$ cat src/axis_frame_buffer_pkg.sv
`default_nettype none

package axis_frame_buffer_pkg;

  // ****************************************
  // Widths and sizes
  // ****************************************

  localparam int DATA_WIDTH    = 8;
  localparam int ADDR_WIDTH    = 4;
  localparam int FIFO_DEPTH    = 2 ** ADDR_WIDTH;
  localparam int MAX_FRAME_LEN = 8;   // Longer frames are bad.
  localparam int LEN_WIDTH     = 5;
  localparam int COUNT_WIDTH   = 16;

  // ****************************************
  // Types
  // ****************************************

  typedef logic [DATA_WIDTH-1:0]  data_t;
  typedef logic [ADDR_WIDTH:0]    ptr_t;    // Top bit tells full from empty.
  typedef logic [LEN_WIDTH-1:0]   len_t;    // Saturates, never wraps.
  typedef logic [COUNT_WIDTH-1:0] count_t;  // Wraps.

  // One beat of the byte-wide stream.
  typedef struct packed {
    data_t data;
    logic  last;
    logic  user;   // Set on the last beat, the frame is bad.
  } axis_beat_t;

endpackage

`default_nettype wire

$ cat src/frame_len_check.sv
`timescale 1ns/1ps
`default_nettype none

module frame_len_check (
  input  wire                               clk,
  input  wire                               rst,
  input  wire axis_frame_buffer_pkg::axis_beat_t in_beat,
  input  wire                               in_valid,
  output logic                              in_ready,
  output axis_frame_buffer_pkg::axis_beat_t out_beat,
  output logic                              out_valid,
  input  wire                               out_ready
);

  import axis_frame_buffer_pkg::*;

  len_t beat_cnt;    // Beats of the current frame transferred so far.
  logic xfer;
  logic too_long;

  assign xfer = in_valid & out_ready;

  // Count so far plus this beat exceeds the limit.
  assign too_long = (beat_cnt >= len_t'(MAX_FRAME_LEN));

  // ****************************************
  // Stream pass-through
  // ****************************************

  assign in_ready       = out_ready;
  assign out_valid      = in_valid;
  assign out_beat.data  = in_beat.data;
  assign out_beat.last  = in_beat.last;
  assign out_beat.user  = in_beat.user | (in_beat.last & too_long);

  // ****************************************
  // Beat counter
  // ****************************************

  always_ff @(posedge clk) begin
    if (rst) begin
      beat_cnt <= '0;
    end else if (xfer) begin
      if (in_beat.last) begin
        beat_cnt <= '0;                      // Next beat opens a new frame.
      end else if (beat_cnt != '1) begin
        beat_cnt <= beat_cnt + len_t'(1);
      end
    end
  end

endmodule

`default_nettype wire

$ cat src/frame_fifo.sv
`timescale 1ns/1ps
`default_nettype none

module frame_fifo (
  input  wire                               clk,
  input  wire                               rst,
  input  wire axis_frame_buffer_pkg::axis_beat_t in_beat,
  input  wire                               in_valid,
  output logic                              in_ready,
  output axis_frame_buffer_pkg::data_t      out_data,
  output logic                              out_last,
  output logic                              out_valid,
  input  wire                               out_ready,
  output logic                              commit_pulse,
  output logic                              bad_pulse,
  output logic                              overflow_pulse
);

  import axis_frame_buffer_pkg::*;

  typedef struct packed {
    logic  last;
    data_t data;
  } fifo_word_t;

  fifo_word_t mem [FIFO_DEPTH];
  fifo_word_t out_word;

  ptr_t wr_ptr;          // Committed write pointer, end of the last good frame.
  ptr_t wr_ptr_cur;      // Write pointer of the frame being received.
  ptr_t rd_ptr;
  logic drop_frame;      // Rest of the current frame is discarded.

  logic write;
  logic full_cur;
  logic store;
  logic empty;
  logic read;

  // The input never back-pressures; frames that do not fit are dropped.
  assign in_ready = 1'b1;
  assign write    = in_valid & in_ready;

  // No free slot left for the frame in progress.
  assign full_cur = (wr_ptr_cur[ADDR_WIDTH] != rd_ptr[ADDR_WIDTH]) &&
                    (wr_ptr_cur[ADDR_WIDTH-1:0] == rd_ptr[ADDR_WIDTH-1:0]);

  assign store = write & ~drop_frame & ~full_cur;

  // Only committed beats are visible to the read side.
  assign empty = (rd_ptr == wr_ptr);
  assign read  = (out_ready | ~out_valid) & ~empty;

  // ****************************************
  // Write side
  // ****************************************

  always_ff @(posedge clk) begin
    if (store) begin
      mem[wr_ptr_cur[ADDR_WIDTH-1:0]] <= '{last: in_beat.last, data: in_beat.data};
    end
  end

  always_ff @(posedge clk) begin
    commit_pulse   <= 1'b0;
    bad_pulse      <= 1'b0;
    overflow_pulse <= 1'b0;
    if (rst) begin
      wr_ptr     <= '0;
      wr_ptr_cur <= '0;
      drop_frame <= 1'b0;
    end else if (write) begin
      if (drop_frame || full_cur) begin
        drop_frame <= 1'b1;
        if (in_beat.last) begin
          drop_frame     <= 1'b0;
          wr_ptr_cur     <= wr_ptr;          // Overflow wins over a bad mark.
          overflow_pulse <= 1'b1;
        end
      end else begin
        wr_ptr_cur <= wr_ptr_cur + ptr_t'(1);
        if (in_beat.last) begin
          if (in_beat.user) begin
            wr_ptr_cur <= wr_ptr;            // Roll back the bad frame.
            bad_pulse  <= 1'b1;
          end else begin
            wr_ptr       <= wr_ptr_cur + ptr_t'(1);
            commit_pulse <= 1'b1;
          end
        end
      end
    end
  end

  // ****************************************
  // Read side
  // ****************************************

  always_ff @(posedge clk) begin
    if (rst) begin
      rd_ptr <= '0;
    end else if (read) begin
      rd_ptr <= rd_ptr + ptr_t'(1);
    end
  end

  always_ff @(posedge clk) begin
    if (read) begin
      out_word <= mem[rd_ptr[ADDR_WIDTH-1:0]];
    end
  end

  // Output register is refilled when empty or being consumed.
  always_ff @(posedge clk) begin
    if (rst) begin
      out_valid <= 1'b0;
    end else if (out_ready || !out_valid) begin
      out_valid <= ~empty;
    end
  end

  assign out_data = out_word.data;
  assign out_last = out_word.last;

endmodule

`default_nettype wire

$ cat src/frame_stats.sv
`timescale 1ns/1ps
`default_nettype none

module frame_stats (
  input  wire                            clk,
  input  wire                            rst,
  input  wire                            commit_pulse,
  input  wire                            bad_pulse,
  input  wire                            overflow_pulse,
  output axis_frame_buffer_pkg::count_t  good_count,
  output axis_frame_buffer_pkg::count_t  bad_count,
  output axis_frame_buffer_pkg::count_t  overflow_count
);

  import axis_frame_buffer_pkg::*;

  // ****************************************
  // Frame counters
  // ****************************************

  // All three wrap silently at the top of count_t.
  always_ff @(posedge clk) begin
    if (rst) begin
      good_count <= '0;
    end else if (commit_pulse) begin
      good_count <= good_count + count_t'(1);
    end
  end

  always_ff @(posedge clk) begin
    if (rst) begin
      bad_count <= '0;
    end else if (bad_pulse) begin
      bad_count <= bad_count + count_t'(1);   // Marked by sender or too long.
    end
  end

  always_ff @(posedge clk) begin
    if (rst) begin
      overflow_count <= '0;
    end else if (overflow_pulse) begin
      overflow_count <= overflow_count + count_t'(1);
    end
  end

endmodule

`default_nettype wire

$ cat src/axis_frame_buffer.sv
`timescale 1ns/1ps
`default_nettype none

module axis_frame_buffer (
  input  wire                               clk,
  input  wire                               rst,
  input  wire axis_frame_buffer_pkg::axis_beat_t in_beat,
  input  wire                               in_valid,
  output logic                              in_ready,
  output axis_frame_buffer_pkg::data_t      out_data,
  output logic                              out_last,
  output logic                              out_valid,
  input  wire                               out_ready,
  output axis_frame_buffer_pkg::count_t     good_count,
  output axis_frame_buffer_pkg::count_t     bad_count,
  output axis_frame_buffer_pkg::count_t     overflow_count
);

  import axis_frame_buffer_pkg::*;

  axis_beat_t chk_beat;     // Stream after the length check.
  logic       chk_valid;
  logic       chk_ready;

  logic commit_pulse;
  logic bad_pulse;
  logic overflow_pulse;

  // ****************************************
  // Length check, FIFO, statistics
  // ****************************************

  frame_len_check i_frame_len_check (
    .clk       (clk),
    .rst       (rst),
    .in_beat   (in_beat),
    .in_valid  (in_valid),
    .in_ready  (in_ready),
    .out_beat  (chk_beat),
    .out_valid (chk_valid),
    .out_ready (chk_ready)
  );

  frame_fifo i_frame_fifo (
    .clk            (clk),
    .rst            (rst),
    .in_beat        (chk_beat),
    .in_valid       (chk_valid),
    .in_ready       (chk_ready),
    .out_data       (out_data),
    .out_last       (out_last),
    .out_valid      (out_valid),
    .out_ready      (out_ready),
    .commit_pulse   (commit_pulse),
    .bad_pulse      (bad_pulse),
    .overflow_pulse (overflow_pulse)
  );

  frame_stats i_frame_stats (
    .clk            (clk),
    .rst            (rst),
    .commit_pulse   (commit_pulse),
    .bad_pulse      (bad_pulse),
    .overflow_pulse (overflow_pulse),
    .good_count     (good_count),
    .bad_count      (bad_count),
    .overflow_count (overflow_count)
  );

endmodule

`default_nettype wire

$ cat config.mk
export PLATFORM = sky130hd
export DESIGN_NAME = axis_frame_buffer
export DESIGN_NICKNAME = d
export VERILOG_FILES = /design/src/axis_frame_buffer_pkg.sv /design/src/frame_len_check.sv /design/src/frame_fifo.sv /design/src/frame_stats.sv /design/src/axis_frame_buffer.sv
export SDC_FILE = /design/constraint.sdc
export NUM_CORES = 1
export LEC_CHECK = 0
export ABC_AREA = 1
export BUFFER_PORTS_ARGS = -buffer_cell sky130_fd_sc_hd__buf_4
export CORE_MARGIN = 1.5
export CORE_UTILIZATION = 55
export DETAILED_ROUTE_END_ITERATION = 10
export PLACE_DENSITY = 0.85
export SYNTH_ARGS = -nofsm -noshare
export SYNTH_HDL_FRONTEND = slang
export SYNTH_SLANG_ARGS = --single-unit
export TNS_END_PERCENT = 20
$ cat constraint.sdc
create_clock -name clk -period 4.9 [get_ports clk]
set_input_delay 0 -clock clk [delete_from_list [all_inputs] [get_ports clk]]
set_output_delay 0 -clock clk [all_outputs]
set_load 0.02 [all_outputs]
### Word-level counts from Yosys, hierarchy flattened

Memory sizes are Yosys's and may differ from the RTL's. A register that Yosys moved wholly into a read port is not among the register bits.
Index checks and enable logic that the tools add are counted.
Widths: inputs -> output; s select.

| word-level totals | value |
|---|---|
| memories | 1 |
| input bits | 14 |
| flip-flop bits (word level) | 73 |
| bits in writable memories | 144 |
| word-level logic and storage cells | 61 |
| output and inout bits | 59 |

Memory list:

| name | depth | bits a word | read ports | clocked after memory_dff | write ports | line | text |
|---|---|---|---|---|---|---|---|
| i_frame_fifo.mem | 16 | 9 | 1 | 1 | 1 | frame_fifo.sv:26 | `fifo_word_t mem [FIFO_DEPTH];` |

| operators by class | value |
|---|---|
| add/sub/neg operators | 6 |
| eq/ne operators | 5 |
| bitwise gates (word level) | 13 |
| order comparisons | 1 |
| reductions and logical operators | 11 |
| muxes and demuxes | 12 |

Operators by type and width:

| cell | number |
|---|---|
| $add 16x1->16 const B | 3 |
| $mux 5 | 6 |
| $add 5x1->5 const B | 3 |
| $not 1->1 | 7 |
| $mux 1 | 6 |
| $reduce_and 2->1 | 3 |
| $eq 5x5->1 | 1 |
| $ge 5x4->1 const B | 1 |
| $ne 5x5->1 const B | 1 |
| $and 1x1->1 | 4 |
| $eq 4x4->1 | 1 |
| $reduce_or 4->1 | 1 |
| $reduce_and 3->1 | 1 |
| $reduce_or 3->1 | 1 |
| $logic_or 1x1->1 | 2 |
| $ne 2x2->1 const B | 1 |
| $or 1x1->1 | 2 |
| $reduce_bool 2->1 | 1 |
| $logic_and 1x1->1 | 1 |
| $logic_not 1->1 | 1 |
| $ne 1x1->1 | 1 |

### Logic depth before layout (Yosys ltp)

| logic depth | value |
|---|---|
| depth after elaboration | 6 |
| depth in mapped cells | 13 |
| mapped depth without buffers | 12 |

### Hierarchy

From an unflattened synthesis, not the netlist that was laid out.

| unflattened totals | value |
|---|---|
| cell total of the unflattened synthesis | 1035 |
| area, all modules | 9938.3 µm² |

By module, submodules not included:

| module | sequential area each (µm²) | times used | area an instance (µm²) | cells an instance |
|---|---|---|---|---|
| frame_fifo | 4994.8 | 1 | 7191.9 | 630 |
| frame_stats | 960.9 | 1 | 2349.8 | 350 |
| frame_len_check | 100.1 | 1 | 396.6 | 55 |

### Worst setup path after synthesis

OpenSTA, ideal clock, no wires.

| timing | value |
|---|---|
| path type | reg2reg |
| start point | register i_frame_fifo.wr_ptr_cur[3] |
| end point | memory i_frame_fifo.mem[11][0] (netlist bit) (enable) |
| cell stages (with the launch flop) | 10 |
| arrival | 1.618 ns |
| path buffers | 2 |
| slack | 2.895 ns |
| required time | 4.513 ns |
| period minus slack after synthesis | 2.005 ns |
| library setup time | 0.387 ns |
| cells stage by stage | dfxtp_1 -> buf_4 -> inv_2 -> nand2_1 -> nand2_1 -> nor2_2 -> nand3_2 -> nand2_4 -> buf_8 -> nor3_1 |

| between the ends | value |
|---|---|
| cells in the longest elaborated chain, start to end | 6 |

RTL lines:

| item | line | text |
|---|---|---|
| start: declaration | frame_fifo.sv:30 | `ptr_t wr_ptr_cur;` |
| start signal: assignment | frame_fifo.sv:77 | `wr_ptr_cur <= wr_ptr;` |
| start signal: assignment | frame_fifo.sv:81 | `wr_ptr_cur <= wr_ptr_cur + ptr_t'(1);` |
| start signal: assignment | frame_fifo.sv:84 | `wr_ptr_cur <= wr_ptr;` |
| $eq 4x4->1 | frame_fifo.sv:46 | `(wr_ptr_cur[ADDR_WIDTH-1:0] == rd_ptr[ADDR_WIDTH-1:0]);` |
| $logic_and 1x1->1 | frame_fifo.sv:45 | `assign full_cur = (wr_ptr_cur[ADDR_WIDTH] != rd_ptr[ADDR_WIDTH]) &&` |
| $not 1->1 | frame_fifo.sv:48 | `assign store = write & ~drop_frame & ~full_cur;` |
| $and 1x1->1 | frame_fifo.sv:48 |  |
| $mux 1 | frame_fifo.sv:59 | `if (store) begin` |
| $mux 1 (not written as such) | frame_fifo.sv:60 | `mem[wr_ptr_cur[ADDR_WIDTH-1:0]] <= '{last: in_beat.last, data: in_beat.data};` |
| end: declaration | frame_fifo.sv:26 |  |

Several ways; a longest one is shown, not always the timed one.

### Worst setup path after layout

| timing | value |
|---|---|
| start point | register i_frame_fifo.rd_ptr[0] |
| end point | memory i_frame_fifo.mem[0][0] (netlist bit) (enable) |

| between the ends | value |
|---|---|
| cells in the longest elaborated chain, start to end | 6 |

RTL lines:

| item | line | text |
|---|---|---|
| start: declaration | frame_fifo.sv:31 | `ptr_t rd_ptr;` |
| start signal: assignment | frame_fifo.sv:103 | `rd_ptr <= rd_ptr + ptr_t'(1);` |
| $eq 4x4->1 | frame_fifo.sv:46 |  |
| $logic_and 1x1->1 | frame_fifo.sv:45 |  |
| $not 1->1 | frame_fifo.sv:48 |  |
| $and 1x1->1 | frame_fifo.sv:48 |  |
| $mux 1 | frame_fifo.sv:59 |  |
| $mux 1 (not written as such) | frame_fifo.sv:60 |  |

Every way passes these cells.

==> load_flow_metrics.sql <==
INSERT INTO impl_metrics (metric_group, metric, value, unit) VALUES
('power', 'power.density_cell_area', '459', 'nW/um2'),
('routing', 'finalWirelength', '23.2', 'mm'),
('placement', 'placed_cells', '1249', ''),
('clock_tree', 'post_cts_clock_slew_at_the_launch_and_capture_registers_of_the_worst_setup_and_hold_paths', '0.06', 'ns'),
('timing', 'skew', '0.0150', 'ns'),
('logic_synthesis', 'synth-warning-count', '0', ''),
('clock_tree', 'ctsResizeCount', '0', ''),
('timing', 'final_worst_path_period_share', '0.578', ''),
('global_routing', 'grt_pass1_vias', '7171', ''),
('power', 'design_power_total', '5.16', 'mW'),
('clock_tree', 'clock_sink_count', '226', ''),
('floorplan', 'die_area', '18400', 'um2'),
('power', 'switching_share', '0.305', ''),
('logic_synthesis', 'ys_ff_latch', '226', ''),
('power', 'vdd_ir_drop_max', '0.276', 'mV'),
('timing', 'clock.fmax', '0.353', 'GHz'),
('floorplan', 'ioPinCount', '73', ''),
('timing', 'holdWs', '0.363', 'ns'),
('timing', 'setup_total_negative_slack', '0', 'ns'),
('timing', 'fin_crit_period', '2.83', 'ns'),
('routing', 'drtPass1Iterations', '5', ''),
('clock_tree', 'cts.path.max_buffers', '3', ''),
('floorplan', 'fp-row-count', '48', ''),
('global_routing', 'grt_antenna_before_repair', '0', ''),
('floorplan', 'initial_core_utilization', '0.562', ''),
('min_path', 'min_delay_path_depth', '4', ''),
('timing', 'relSlewSlack', '0.396', ''),
('global_routing', 'grt_use_total', '0.257', ''),
('clock_tree', 'cts_tree', 'yes', ''),
('logic_synthesis', 'synth.top_cell.area_share', '0.474', ''),
('cells_and_area', 'final_util', '0.653', ''),
('critical_path', 'crit_fanout', '77', ''),
('placement', 'dp_hpwl', '15.0', 'mm'),
('status', 'status', 'finished, final reports clean', ''),
('clock_tree', 'cts.root.buffer_cell', 'sky130_fd_sc_hd__clkbuf_16', ''),
('cells_and_area', 'syn2layout_area_growth', '16.1', '%'),
('clock_tree', 'cts_inserted_buffers', '23', ''),
('cells_and_area', 'leading_cell_types_in_the_layout_fill_and_taps_excluded', '157 x sky130_fd_sc_hd__nand2_1, 157 x sky130_fd_sc_hd__nor2_1, 153 x sky130_fd_sc_hd__edfxtp_1, 99 x sky130_fd_sc_hd__o21ai_0, 78 x sky130_fd_sc_hd__buf_4', ''),
('floorplan', 'die_w', '136', 'um'),
('placement', 'placer_s_final_routability_congestion_estimate', '0.996', ''),
('critical_path', 'crit_buf_inv', '2', ''),
('critical_path', 'worstSetupStartpointType', 'flip-flop', ''),
('routing', 'final_antenna_net_count', '0', ''),
('routing', 'drt-initial-drc-count', '680', ''),
('timing', 'setup_viol', '0', ''),
('timing', 'setup_slack', '2.07', 'ns'),
('critical_path', 'timing.critical_path.required', '5.03', 'ns'),
('routing', 'drcViolationCount', '0', ''),
('logic_synthesis', 'syn_avg_cell_area', '9.84', 'um2'),
('cells_and_area', 'finish.net_count', '1086', ''),
('cells_and_area', 'post_layout_nonfiller_instances', '1304', ''),
('critical_path', 'setup.worst_path.class', 'flip-flop to flip-flop', ''),
('critical_path', 'critical_path.slowest_cell', 'sky130_fd_sc_hd__nor2_1', ''),
('cells_and_area', 'final_area', '11300', 'um2'),
('logic_synthesis', 'yosys-top-cells-area', 'sky130_fd_sc_hd__edfxtp_1 47%, sky130_fd_sc_hd__dfxtp_1 15%, sky130_fd_sc_hd__nand2_1 6.1%, sky130_fd_sc_hd__nor2_1 6.1%, sky130_fd_sc_hd__o21ai_0 5.1%', ''),
('placement', 'preCtsSetupSlack', '2.12', 'ns'),
('logic_synthesis', 'netlist.top_cell.by_area', 'sky130_fd_sc_hd__edfxtp_1', ''),
('power', 'net-switching-power', '1.57', 'mW'),
('logic_synthesis', 'synth_fp_nets', '1009', ''),
('critical_path', 'slowest_delay', '0.64', 'ns'),
('job', 'max_cap_viol', '0', ''),
('floorplan', 'die_y', '136', 'um'),
('timing', 'report.final.hold_viol_count', '0', ''),
('critical_path', 'critPathCaptureType', 'flip-flop', ''),
('critical_path', 'critical_path.top_delay_family', 'simple AND/OR/NAND/NOR gates', ''),
('timing', 'grt_setup_unrepaired', 'no', ''),
('routing', 'num_vias', '7521', ''),
('floorplan', 'core_area', '17200', 'um2'),
('placement', 'placement.cell_area', '10400', 'um2'),
('cells_and_area', 'final_layout_size_suffix_gt1_frac', '0.132', ''),
('global_routing', 'first_pass_grt_wire_length', '36.2', 'mm');
-- power groups by stage --
stage                     Combinational (mW)  Clock [mW]  Sequential (mW)
final                                   1.14        1.79             2.24
after global routing                    1.24        1.88             2.25
after CTS                               1.11        1.80             2.24
after detailed placement                1.09           0             2.28
after global placement                  1.06           0             2.27
after floorplan                        0.742           0             2.31
-- cell type report --
cell class | instances | area (um2)
sequential | 226 | 6060
fill | 1284 | 5980
multi-input combinational | 634 | 3100
timing repair buffer | 91 | 716
clock buffer | 25 | 583
inverter | 86 | 330
tap | 225 | 282
clock inverter | 17 | 189
-- flip-flops by register name, indices dropped and copies added (netlist names), 8 cells and up --
name / count
i_frame_stats.overflow_count: 16
i_frame_fifo.mem: 144
i_frame_fifo.out_data: 8
i_frame_stats.bad_count: 16
i_frame_stats.good_count: 16
-- final timing paths --
| path | from | endpoint | slack [ns] |
|---|---|---|---|
| hold reg to reg | i_frame_stats.good_count[12] | i_frame_stats.good_count[12] | 0.49 |
| setup / recovery | i_frame_fifo.rd_ptr[0] | i_frame_fifo.mem[0][0] | 2.07 |
| setup reg to reg | i_frame_fifo.rd_ptr[0] | i_frame_fifo.mem[0][0] | 2.07 |
| hold / removal | in_valid | i_frame_fifo.drop_frame | 0.36 |
-- routing by layer --
metal,wire length (um),up-vias,global-route usage,part of all wire
met2,11100,406,0.427,0.48
li1,-,3542,-,-
met5,0,-,0,0
met1,8870,3497,0.322,0.38
met4,986,0,0.124,0.043
met3,2160,76,0.0509,0.093
-- synthesized netlist by cell type (all sizes together) --
library cell and number:
nor3 21, o22ai 21, o221a 1, clkinv 2
inv 84, o21bai 2, xor2 5, edfxtp 153
clkbuf 18, nor2 166, nand2 165, conb 1
a211oi 1, ha 10, nand3b 3, buf 21
o221ai 12, a21oi 42, xnor2 7, nor4 3
nand3 54, o21ai 101, and3 1, nand4 8
dfxtp 73, o211ai 6, o21a 4
-- kinds of logic (layout without fill, tap and decap cells) --
group / after synthesis / after routing / synth area share
AND/OR/NAND/NOR: 421 / 421 / 0.186
adder cells (fa/ha/maj): 10 / 10 / 0.0129
buffers and inverters: 125 / 219 / 0.0556
XOR/XNOR: 12 / 12 / 0.0108
AO/OA/AOI/OAI: 190 / 190 / 0.110
other: 1 / 1 / 0.000387
flip-flops: 226 / 226 / 0.625
-- timing repair --
item,in CTS,in global routing
buffers inserted,0,0
hold buffers,13,0
hold endpoints to repair,173,0
-- worst reg2reg max path, stage by stage (launching register included) --
cell	delay (ns)
sky130_fd_sc_hd__dfxtp_2	0.33
sky130_fd_sc_hd__buf_4	0.58
sky130_fd_sc_hd__nand2_1	0.12
sky130_fd_sc_hd__nand2_1	0.09
sky130_fd_sc_hd__nor2_2	0.04
sky130_fd_sc_hd__nand3_2	0.10
sky130_fd_sc_hd__nand2_4	0.13
sky130_fd_sc_hd__inv_1	0.20
sky130_fd_sc_hd__nand2_1	0.22
sky130_fd_sc_hd__nor2_1	0.65
(Power assumes the default switching activity.)
